### config.mk
export PLATFORM = sky130hd
export DESIGN_NAME = fpu_cpu_bridge
export DESIGN_NICKNAME = d
export VERILOG_FILES = /design/src/fpu_bridge_pkg.sv /design/src/esc_decoder.sv /design/src/bridge_sequencer.sv /design/src/control_status.sv /design/src/fpu_cpu_bridge.sv
export SDC_FILE = /design/constraint.sdc
export NUM_CORES = 1
export LEC_CHECK = 0
export BUFFER_PORTS_ARGS = -buffer_cell sky130_fd_sc_hd__buf_2
export CORE_AREA = 2 2 170 172
export DETAILED_ROUTE_END_ITERATION = 10
export DIE_AREA = 0 0 172 174
export GPL_TIMING_DRIVEN = 0
export PLACE_DENSITY_LB_ADDON = 0.12
export REMOVE_ABC_BUFFERS = 1
export SLEW_MARGIN = 20
export SYNTH_ARGS = -nofsm -noshare
export SYNTH_HDL_FRONTEND = slang
export SYNTH_SLANG_ARGS = --single-unit
### constraint.sdc
create_clock -name clk -period 7.6 [get_ports clk]
set_input_delay 0.76 -clock clk [delete_from_list [all_inputs] [get_ports clk]]
set_output_delay 0.76 -clock clk [all_outputs]
set_load 0.03 [all_outputs]
### src/fpu_bridge_pkg.sv
// Bridge package with shared widths, ESC opcodes, CPU/core structs and sequencer states
package fpu_bridge_pkg;

    // =========================================================
    // Widths with a meaning
    // =========================================================
    typedef logic [79:0] word80_t;   // Extended-precision data
    typedef logic [15:0] word16_t;   // Control or status word
    typedef logic [7:0]  opcode_t;
    typedef logic [7:0]  modrm_t;

    // ESC opcode range
    localparam opcode_t ESC_D8 = 8'hD8;
    localparam opcode_t ESC_D9 = 8'hD9;
    localparam opcode_t ESC_DA = 8'hDA;
    localparam opcode_t ESC_DB = 8'hDB;
    localparam opcode_t ESC_DC = 8'hDC;
    localparam opcode_t ESC_DD = 8'hDD;
    localparam opcode_t ESC_DE = 8'hDE;
    localparam opcode_t ESC_DF = 8'hDF;

    localparam logic [1:0] MOD_REGISTER   = 2'd3;    // Register form of ModR/M
    localparam modrm_t     FSTSW_AX_MODRM = 8'hE0;
    localparam int         STATUS_MASK_BIT = 7;      // Set means exception suppressed
    localparam word16_t    CTRL_WORD_DEFAULT = 16'h037F;

    // =========================================================
    // Bundles
    // =========================================================
    typedef struct packed {
        opcode_t opcode;
        modrm_t  modrm;
    } esc_instr_t;

    typedef struct packed {
        opcode_t operation;
        modrm_t  operand_select;
        word80_t operand_data;
    } core_req_t;

    typedef struct packed {
        logic    complete;   // One-cycle pulse
        word80_t result;
        word16_t status;
        logic    error;
    } core_rsp_t;

    typedef enum logic [2:0] {
        SEQ_IDLE,
        SEQ_DECODE,
        SEQ_DATA_WAIT,
        SEQ_EXECUTE,
        SEQ_RESULT,
        SEQ_COMPLETE
    } seq_state_t;

endpackage

### src/esc_decoder.sv
// ESC instruction classifier: memory operand needed and result returned to the CPU
`timescale 1ns/1ps

module esc_decoder import fpu_bridge_pkg::*; (
    input  esc_instr_t instr,
    output logic       needs_operand,
    output logic       produces_result
);

    logic       reg_form;
    logic [2:0] reg_field;

    assign reg_form  = (instr.modrm[7:6] == MOD_REGISTER);
    assign reg_field = instr.modrm[5:3];

    always_comb begin
        needs_operand   = 1'b0;
        produces_result = 1'b0;

        case (instr.opcode)
            // Arithmetic with real or integer memory source
            ESC_D8, ESC_DA, ESC_DC, ESC_DE: begin
                needs_operand = !reg_form;
            end

            ESC_D9: begin
                if (!reg_form) begin
                    // FLD m32 and FLDCW load, FST m32 and FSTCW store
                    needs_operand   = (reg_field == 3'd0) || (reg_field == 3'd5);
                    produces_result = (reg_field == 3'd2) || (reg_field == 3'd7);
                end
            end

            ESC_DB: begin
                if (!reg_form) begin
                    needs_operand   = (reg_field != 3'd7);
                    produces_result = (reg_field == 3'd7);   // FSTP m80
                end
            end

            ESC_DD: begin
                if (!reg_form) begin
                    needs_operand = (reg_field == 3'd0);     // FLD m64
                    // FST m64 and FSTSW m16
                    produces_result = (reg_field == 3'd2) || (reg_field == 3'd7);
                end
            end

            ESC_DF: begin
                if (reg_form) begin
                    // Only FSTSW AX hands data back from a register form
                    produces_result = (instr.modrm == FSTSW_AX_MODRM);
                end else begin
                    needs_operand = 1'b1;
                end
            end

            default: begin
                // Not an ESC opcode
                needs_operand   = 1'b0;
                produces_result = 1'b0;
            end
        endcase
    end

endmodule

### src/bridge_sequencer.sv
// Bridge sequencer: accepts an ESC instruction, collects the operand, runs the core, returns the result
`timescale 1ns/1ps

module bridge_sequencer import fpu_bridge_pkg::*; (
    input  logic       clk,
    input  logic       reset,

    input  logic       instr_valid,
    input  esc_instr_t instr,
    output logic       instr_ack,

    input  logic       needs_operand,     // Live decode of instr
    input  logic       produces_result,

    input  logic       data_write,
    input  word80_t    data_in,
    input  logic       data_read,
    output word80_t    data_out,
    output logic       data_ready,

    output logic       fpu_start,
    output core_req_t  fpu_req,
    input  core_rsp_t  fpu_rsp,

    output logic       busy
);

    seq_state_t state;
    seq_state_t next_state;

    esc_instr_t instr_q;
    logic       needs_operand_q;
    logic       produces_result_q;
    logic       decode_phase;      // High in the second decode cycle
    word80_t    result_q;
    core_req_t  req_q;
    logic       accept;
    logic       enter_execute;

    assign accept        = (state == SEQ_IDLE) && instr_valid;
    assign enter_execute = (next_state == SEQ_EXECUTE) && (state != SEQ_EXECUTE);

    // ========================================================
    // Next state
    // ========================================================
    always_comb begin
        next_state = state;
        case (state)
            SEQ_IDLE:      if (instr_valid) next_state = SEQ_DECODE;
            SEQ_DECODE: begin
                if (decode_phase) begin
                    next_state = needs_operand_q ? SEQ_DATA_WAIT : SEQ_EXECUTE;
                end
            end
            SEQ_DATA_WAIT: if (data_write) next_state = SEQ_EXECUTE;
            SEQ_EXECUTE: begin
                if (fpu_rsp.complete) begin
                    next_state = produces_result_q ? SEQ_RESULT : SEQ_COMPLETE;
                end
            end
            SEQ_RESULT:    if (data_read) next_state = SEQ_COMPLETE;
            SEQ_COMPLETE:  next_state = SEQ_IDLE;
            default:       next_state = SEQ_IDLE;
        endcase
    end

    // ========================================================
    // Control registers
    // ========================================================
    always_ff @(posedge clk or posedge reset) begin
        if (reset) begin
            state             <= SEQ_IDLE;
            instr_ack         <= 1'b0;
            fpu_start         <= 1'b0;
            decode_phase      <= 1'b0;
            needs_operand_q   <= 1'b0;
            produces_result_q <= 1'b0;
        end else begin
            state        <= next_state;
            instr_ack    <= accept;          // One cycle, idle only
            fpu_start    <= enter_execute;   // First cycle of execute
            decode_phase <= (state == SEQ_DECODE) && !decode_phase;
            if (accept) begin
                needs_operand_q   <= needs_operand;
                produces_result_q <= produces_result;
            end
        end
    end

    // Payload
    always_ff @(posedge clk) begin
        if (accept) begin
            instr_q <= instr;
        end
        if (enter_execute) begin
            req_q.operation      <= instr_q.opcode;
            req_q.operand_select <= instr_q.modrm;
            // Operand arrives on the same edge that leaves data_wait
            req_q.operand_data   <= (state == SEQ_DATA_WAIT) ? data_in : '0;
        end
        if ((state == SEQ_EXECUTE) && fpu_rsp.complete) begin
            result_q <= fpu_rsp.result;
        end
    end

    assign fpu_req    = req_q;
    assign data_out   = result_q;
    assign data_ready = (state == SEQ_RESULT);   // Held until data_read
    assign busy       = (state != SEQ_IDLE);

endmodule

### src/control_status.sv
// Control word register with update pulse, plus status mirror and exception/interrupt lines
`timescale 1ns/1ps

module control_status import fpu_bridge_pkg::*; #(
    parameter word16_t CTRL_RESET = CTRL_WORD_DEFAULT
) (
    input  logic      clk,
    input  logic      reset,
    input  logic      busy,
    input  logic      ctrl_write,
    input  word16_t   control_word,
    output word16_t   fpu_control_reg,
    output logic      fpu_control_update,
    input  core_rsp_t fpu_rsp,
    output word16_t   status_word,
    output logic      exception,
    output logic      irq
);

    logic write_accept;

    assign write_accept = ctrl_write && !busy;   // Writes while busy are dropped

    always_ff @(posedge clk or posedge reset) begin
        if (reset) begin
            fpu_control_reg    <= CTRL_RESET;
            fpu_control_update <= 1'b0;
        end else begin
            fpu_control_update <= write_accept;
            if (write_accept) begin
                fpu_control_reg <= control_word;
            end
        end
    end

    // Status path is purely combinational
    assign status_word = fpu_rsp.status;
    assign exception   = fpu_rsp.error && !fpu_rsp.status[STATUS_MASK_BIT];
    assign irq         = exception;

endmodule

### src/fpu_cpu_bridge.sv
// CPU to floating-point core bridge top level: decoder, sequencer and control/status block
`timescale 1ns/1ps

module fpu_cpu_bridge import fpu_bridge_pkg::*; #(
    parameter word16_t CTRL_RESET = CTRL_WORD_DEFAULT
) (
    input  logic       clk,
    input  logic       reset,

    // CPU side
    input  logic       instr_valid,
    input  esc_instr_t instr,
    output logic       instr_ack,
    input  logic       data_write,
    input  word80_t    data_in,
    input  logic       data_read,
    output word80_t    data_out,
    output logic       data_ready,
    output logic       busy,
    output logic       ready,
    input  logic       ctrl_write,
    input  word16_t    control_word,
    output word16_t    status_word,
    output logic       exception,
    output logic       irq,

    // Core side
    output logic       fpu_start,
    output core_req_t  fpu_req,
    input  core_rsp_t  fpu_rsp,
    output word16_t    fpu_control_reg,
    output logic       fpu_control_update
);

    logic needs_operand;
    logic produces_result;

    esc_decoder u_decoder (
        .instr           (instr),
        .needs_operand   (needs_operand),
        .produces_result (produces_result)
    );

    bridge_sequencer u_sequencer (
        .clk             (clk),
        .reset           (reset),
        .instr_valid     (instr_valid),
        .instr           (instr),
        .instr_ack       (instr_ack),
        .needs_operand   (needs_operand),
        .produces_result (produces_result),
        .data_write      (data_write),
        .data_in         (data_in),
        .data_read       (data_read),
        .data_out        (data_out),
        .data_ready      (data_ready),
        .fpu_start       (fpu_start),
        .fpu_req         (fpu_req),
        .fpu_rsp         (fpu_rsp),
        .busy            (busy)
    );

    control_status #(
        .CTRL_RESET (CTRL_RESET)
    ) u_ctrl_status (
        .clk                (clk),
        .reset              (reset),
        .busy               (busy),
        .ctrl_write         (ctrl_write),
        .control_word       (control_word),
        .fpu_control_reg    (fpu_control_reg),
        .fpu_control_update (fpu_control_update),
        .fpu_rsp            (fpu_rsp),
        .status_word        (status_word),
        .exception          (exception),
        .irq                (irq)
    );

    assign ready = !busy;

endmodule

==> results of run 1 <==
area by class of cell:
type,instances,share of cell area (%)
Timing Repair Buffer,411,19.75
Clock buffer,42,6.953
Inverter,4,0.1370
Multi-Input combinational cell,137,9.054
Tap cell,384,4.384
Antenna cell,4,0.09133
Clock inverter,6,1.210
Sequential cell,217,58.42
path summary, 6_finish.rpt:
| kind | slack (ns) | end | cells past startpoint | start |
|---|---|---|---|---|
| worst min register to register | 0.42 | u_sequencer.fpu_req[88] | 0 | u_sequencer.instr_q[8] |
| worst max-delay path | 4.28 | u_sequencer.fpu_req[65] | 8 | u_sequencer.state[2] |
| worst max register to register | 4.28 | u_sequencer.fpu_req[65] | 8 | u_sequencer.state[2] |
| max in group asynchronous | 6.55 | u_sequencer.produces_result_q | 2 | reset |
| worst min-delay path | 0.42 | u_sequencer.fpu_req[88] | 0 | u_sequencer.instr_q[8] |
| min in group asynchronous | 0.46 | u_ctrl_status.fpu_control_reg[11] | 2 | reset |
worst max-delay path, cell delays in order, from the launching register on:
cell,delay [ns]
dfrtp_1,0.52
nor3_4,0.29
nand2_1,0.16
inv_1,0.54
a21oi_1,0.18
a221oi_4,0.64
buf_8,0.24
buf_6,0.20
buf_6,0.22
logic make-up after synthesis:
family          count (synthesis)  share of synthesized area [%]
flops                         217                          84.38
buf+inv                        33                          2.820
compound gates                 11                          1.138
mux                            16                          2.375
simple gates                  109                          9.169
xor+xnor                        1                         0.1155
cell usage in the layout (no fill, tap or decap), types with 2 or more instances in the layout:
cell type  synthesis  layout
nand3b_1           2       2
bufinv_16          0       4
edfxtp_1         192     192
dfstp_2            9       9
nand2_1            6       6
clkbuf_8           0       3
nor2b_1            2       2
clkbuf_16          0      27
buf_6              3       4
nand2b_1           3       3
a21oi_1            3       3
diode_2            0       4
clkbuf_1           8      12
and2_1            81      81
buf_8              0       3
or4_1              2       2
buf_12             0       2
inv_1              4       4
buf_2              0     401
dfrtp_1           16      16
mux2_2            16      16
power by group through the flow:
stage	Sequential (uW)	Combinational, uW	Clock [uW]
floorplan	2360	250	0
global placement	1860	1160	0
detailed placement	1810	1260	0
CTS	1790	1260	1330
global route	1820	1320	1370
finish	1780	1240	1280
routing by layer:
layer	part of all wire, %	up-vias	GRT usage (%)	wire, microns
met4	2.1	2	3.992	442
met1	37	2342	14.99	7702
met3	9.2	38	4.144	1907
li1	-	2237	-	-
met5	0.063	-	0	13
met2	52	215	23.69	10730
cell usage after synthesis (2+ instances only):
cell	number	share of area [%]
edfxtp_1	192	76
clkbuf_1	8	0.40
mux2_2	16	2.4
a21oi_1	3	0.20
dfstp_2	9	3.1
buf_4	18	1.8
inv_1	4	0.20
and2_1	81	6.7
nand2_1	6	0.30
nand3b_1	2	0.20
dfrtp_1	16	5.3
or4_1	2	0.20
nand2b_1	3	0.25
buf_6	3	0.45
nor2b_1	2	0.16
per-stage QoR:
| stage | TNS, ns | power, uW |
|---|---|---|
| floorplan | 0 | 2608 |
| global placement | -218.24 | 3025 |
| detailed placement | 0 | 3068 |
| CTS | 0 | 4375 |
| global route | 0 | 4500 |
| finish | 0 | 4297 |
==> results.yml, run 1 <==
run_status:
  status: "finished clean"
final_layout:
  final_nets: 1013
  seq_area_sq_um: 6402
  syn_to_final_growth_pct: 44.44
  finish.utilization_pct: 38.81
  largest_reg_flops: 96
  num-fill-cells: 2794
  fin_area_sq_um: 10960
  drive_above_1_share_pct: 58.38
  multi_input_area_sq_um: 992.2
  stdcell_count: 1205
synth:
  ys_seq_area_share_pct: 84.38
  synth-seq-cells: 217
  synthCells: 387
  synthArstFlopShare_pct: 11.52
  synth-edff-count: 192
  ys_types: 37
  ys.flop_type: "edfxtp_1"
  avgSynthCellArea_sq_um: 19.61
  synthesis.area_sq_um: 7587
  ys_warn_count: 0
sta:
  worst_slack_ns: 4.283
  relSlewSlack_pct: 36.39
  timing.final.max_slew_violations: 0
  worstMarginPinSlew_ns: 0.9531
  hold_slack_ns: 0.4180
  max_freq_mhz: 301.5
  fin_crit_sh_pct: 43.64
  setup_violations: 0
  clock_skew_ns: 0.007911
  post-route-min-period_ns: 3.317
  finalHoldViolations: 0
  rsz0062_at_grt: "no"
power_and_ir_drop:
  p_seq_share_pct: 41.5
  sw_frac_of_total_pct: 33.53
  power_switching_uw: 1441
  combPwrFrac_pct: 28.8
  p_int_uw: 2857
  ir_worst_vdd_v: 0.0002279
  pwr-share-clk_pct: 29.7
  p_per_area_nw_per_um2: 392.1
  p_leak_uw: 0.004668
worst_setup_path:
  cp-end-kind: "register"
  critPathRequiredTime_ns: 7.81
  crit_path_start_kind: "register"
  worstPathArrival_ns: 3.53
  path_class: "register to register"
  crit_fanout: 18
global_route:
  grt_pass1_vias: 5086
  antenna_found_initial: 5
  grt_overflow: 0
  grt_pass1_wl_mm: 29.99
  grt_max_degree: 47
  track_usage_pct: 13.24
clocking:
  cts_buffer_depth: 3
  clock-root-buffer: "clkbuf_16"
  postCtsSetupRepairBufs: 0
  clk_latency_ns: 0.51
  htreeDepth: 1
  cts.hold.buffers_added: 0
  cts.sinks: 217
  cts-resized-gates: 0
  path_clk_slew_ns: 0.06
  cts_made_buffers: 26
  cts_tree: "built"
detailed_routing:
  postRouteAntennaNets: 0
  wl_per_cell_microns: 17.26
  post_drt_via_cell_ratio: 4.012
  vias: 4834
  drt-initial-drc-count: 247
  drt_first_pass_iters: 4
  drt_wl_total_mm: 20.80
  post-route-drc-count: 0
die:
  rows: 62
  initial_utilization_pct: 26.87
  coreArea_sq_um: 28240
  die-area_sq_um: 29930
  die_w_microns: 172
  die_y_microns: 174
  pin_count: 432
place:
  dp_hpwl_mm: 16.09
  gp_congestion: 0.7767
  place_inst: 1153
  dp_worst_setup_slack_ns: 4.170
  port_buffers: 401
  dpl_cell_area_sq_um: 10050
flow_run:
  max_cap_violations: 0
min_path:
  holdCritPathClass: "register to register"
Note: power is estimated with default switching activity, not from simulation.
==> inputs of run 2 (changes only) <==
--- a/config.mk
+++ b/config.mk
@@ -5,10 +5,11 @@
 export SDC_FILE = /design/constraint.sdc
 export NUM_CORES = 1
 export LEC_CHECK = 0
+export ABC_AREA = 1
 export BUFFER_PORTS_ARGS = -buffer_cell sky130_fd_sc_hd__buf_2
-export CORE_AREA = 2 2 170 172
+export CORE_AREA = 2 2 167 169
 export DETAILED_ROUTE_END_ITERATION = 10
-export DIE_AREA = 0 0 172 174
+export DIE_AREA = 0 0 169 171
 export GPL_TIMING_DRIVEN = 0
 export PLACE_DENSITY_LB_ADDON = 0.12
 export REMOVE_ABC_BUFFERS = 1
==> constraint.sdc (replaced) <==
create_clock -name clk -period 3.3 [get_ports clk]
set_input_delay 0.33 -clock clk [delete_from_list [all_inputs] [get_ports clk]]
set_output_delay 0.33 -clock clk [all_outputs]
set_load 0.03 [all_outputs]
==> run 2 against run 1 <==
  * Setup slack worse by 3.7 ns
  * Synthesized area up 2.6%
  * Clock power up 110%
==> results.yml, run 2 <==
global_route:
  grt_max_degree: 55
  track_usage_pct: 14.10
  grt_overflow: 0
  top_usage_layer: "met2"
  met3_usage_pct: 3.886
  grtUsageMet1_pct: 16.51
  use_met2_pct: 24.98
  grt_pass1_vias: 5627
  antenna_found_initial: 2
  grt_pass1_wl_mm: 31.60
worst_setup_path:
  cp_top_family: "buffers and inverters"
  crit_path_start_kind: "register"
  path_class: "register to register"
  cpPeakStageDelay_ns: 0.48
  cp-end-kind: "register"
  cp_cell_sequence: "inv_2, nand3_4, o21ai_0, inv_1, a21oi_4, buf_16, buf_16, buf_16"
  worstPathArrival_ns: 2.92
  crit_buf_inv: 5
  crit_top_cell: "buf_16"
  critPathSlowestCell: "a21oi_4"
  critPathRequiredTime_ns: 3.51
  crit_fanout: 29
synth:
  synth-seq-cells: 217
  avgSynthCellArea_sq_um: 14.32
  ys_seq_area_share_pct: 82.21
  ys.flop_type: "edfxtp_1"
  synthesis.area_sq_um: 7787
  synthCells: 544
  synthArstFlopShare_pct: 11.52
  synth_commonest_cells: "edfxtp_1, inv_1, nor2_1"
  yosys-top-cells-area: "edfxtp_1, dfrtp_1, inv_1"
  ys_warn_count: 0
  synth_area_leader_cell: "edfxtp_1"
  ys_types: 24
  synth_top_area_share_pct: 74.04
  yosysMostFrequentCell: "edfxtp_1"
  synth-edff-count: 192
power_and_ir_drop:
  sw_frac_of_total_pct: 35.90
  combPwrFrac_pct: 33.1
  p_per_area_nw_per_um2: 839.2
  pwr-share-clk_pct: 26.1
  p_seq_share_pct: 40.8
  p_leak_uw: 0.005615
  ir_worst_vdd_v: 0.0004498
  p_int_uw: 6525
  power_switching_uw: 3655
die:
  pin_count: 432
  die-area_sq_um: 28900
  rows: 61
  coreArea_sq_um: 27320
  die_y_microns: 171
  die_w_microns: 169
  initial_utilization_pct: 28.50
clocking:
  cts.sinks: 217
  cts-resized-gates: 0
  path_clk_slew_ns: 0.06
  cts_tree: "built"
  htreeDepth: 1
  cts_made_buffers: 25
  cts_buffer_depth: 3
  clock-root-buffer: "clkbuf_16"
  clk_latency_ns: 0.52
place:
  dp_hpwl_mm: 15.70
  gp_congestion: 0.7500
  port_buffers: 401
detailed_routing:
  post_drt_via_cell_ratio: 3.966
  wl_per_cell_microns: 15.45
  postRouteAntennaNets: 0
  drt-initial-drc-count: 298
  drt_wl_total_mm: 21.98
  drt_first_pass_iters: 4
  vias: 5643
  post-route-drc-count: 0
run_status:
  status: "finished clean"
sta:
  worstMarginPinSlew_ns: 0.7164
  max_freq_mhz: 369.1
  hold_slack_ns: 0.03706
  fin_crit_sh_pct: 82.10
  post-route-min-period_ns: 2.709
  timing.final.max_slew_violations: 0
  relSlewSlack_pct: 52.19
  tns_ns: 0
  rsz0062_at_grt: "no"
  setup_violations: 0
  finalHoldViolations: 0
  clock_skew_ns: 0.01458
final_layout:
  syn_to_final_growth_pct: 55.77
  final_nets: 1276
  layout_commonest_cell: "buf_2"
  drive_above_1_share_pct: 42.70
  finish.utilization_pct: 44.40
  num-fill-cells: 2601
  layout_common_cells: "buf_2, edfxtp_1, dlygate4sd3_1"
  largest_reg_flops: 96
flow_run:
  max_cap_violations: 0
min_path:
  holdCritPathClass: "primary input to register"
-- run 2: changes by cell type in the layout (fill, tap and decap cells not counted), sizes merged, moves of 3 or more --
cell,before,now
and2,81,0
clkbuf,42,39
dlygate4sd3,0,106
inv,4,104
mux2,16,0
nand2,6,78
nand2b,3,0
nand3,1,9
nor2,1,98
o21ai,0,3
-- run 2: repair_timing --
item / CTS / global route
hold buffers: 105 / 1
setup buffers: 0 / 0
hold endpoints to repair: 105 / 16
setup endpoints to repair: 0 / 0
-- run 2: cells by family after synthesis --
family | count (synthesis) | synth area share [%]
flip-flops | 217 | 82.21
AND/OR/NAND/NOR | 191 | 9.929
buffers and inverters | 131 | 7.503
AO/OA/AOI/OAI | 5 | 0.3534
-- run 2: power groups by stage --
stage / Sequential, uW / Clock [uW] / Combinational, uW
2_1_floorplan: 5210 / 0 / 538
3_3_place_gp: 3930 / 0 / 2080
3_5_place_dp: 4210 / 0 / 3330
4_1_cts: 4160 / 2760 / 3440
5_1_grt: 4230 / 2860 / 3590
6_report: 4150 / 2650 / 3370
-- run 2: cell type report --
type / count / area [sq um] / share of cell area, %
flip-flops and latches: 217 / 6402 / 52.78
repair buffers: 516 / 3301 / 27.21
clock buffers: 39 / 699.4 / 5.766
multi-input cells: 196 / 827.0 / 6.818
diodes: 2 / 5.005 / 0.04126
clock inverters: 3 / 65.06 / 0.5364
inverters: 104 / 397.9 / 3.280
well taps: 346 / 432.9 / 3.569
-- run 2: layer usage --
metal	vias up	share of wire, %
li1	2782	-
met1	2628	39
met2	206	52
met3	27	6.9
met4	0	2.2
met5	-	0
-- run 2: path summary, 6_finish.rpt --
kind                       cells after the start              startpoint                               end  slack, ns
setup reg to reg                               8    u_sequencer.state[0]           u_sequencer.fpu_req[55]       0.59
hold reg to reg                                0  u_sequencer.instr_q[1]           u_sequencer.fpu_req[81]       0.42
hold / removal                                 1                instr[5]            u_sequencer.instr_q[5]       0.04
min in group asynchronous                      3                   reset  u_ctrl_status.fpu_control_reg[7]       0.43
setup / recovery                               8    u_sequencer.state[0]           u_sequencer.fpu_req[55]       0.59
max in group asynchronous                      3                   reset     u_sequencer.produces_result_q       2.49
-- run 2: through the flow --
step | worst slack [ns] | total power (uW) | instances | area [sq um]
global route | 0.3490 | 10680 | 1423 | 12130
finish | 0.5906 | 10180 | 1423 | 12130
global placement | -7.776 | 6018 | 1264 | 10040
CTS | 0.5057 | 10350 | 1420 | 12120
floorplan | -3.847 | 5751 | 517 | 7601
detailed placement | 0.5217 | 7540 | 1273 | 10300
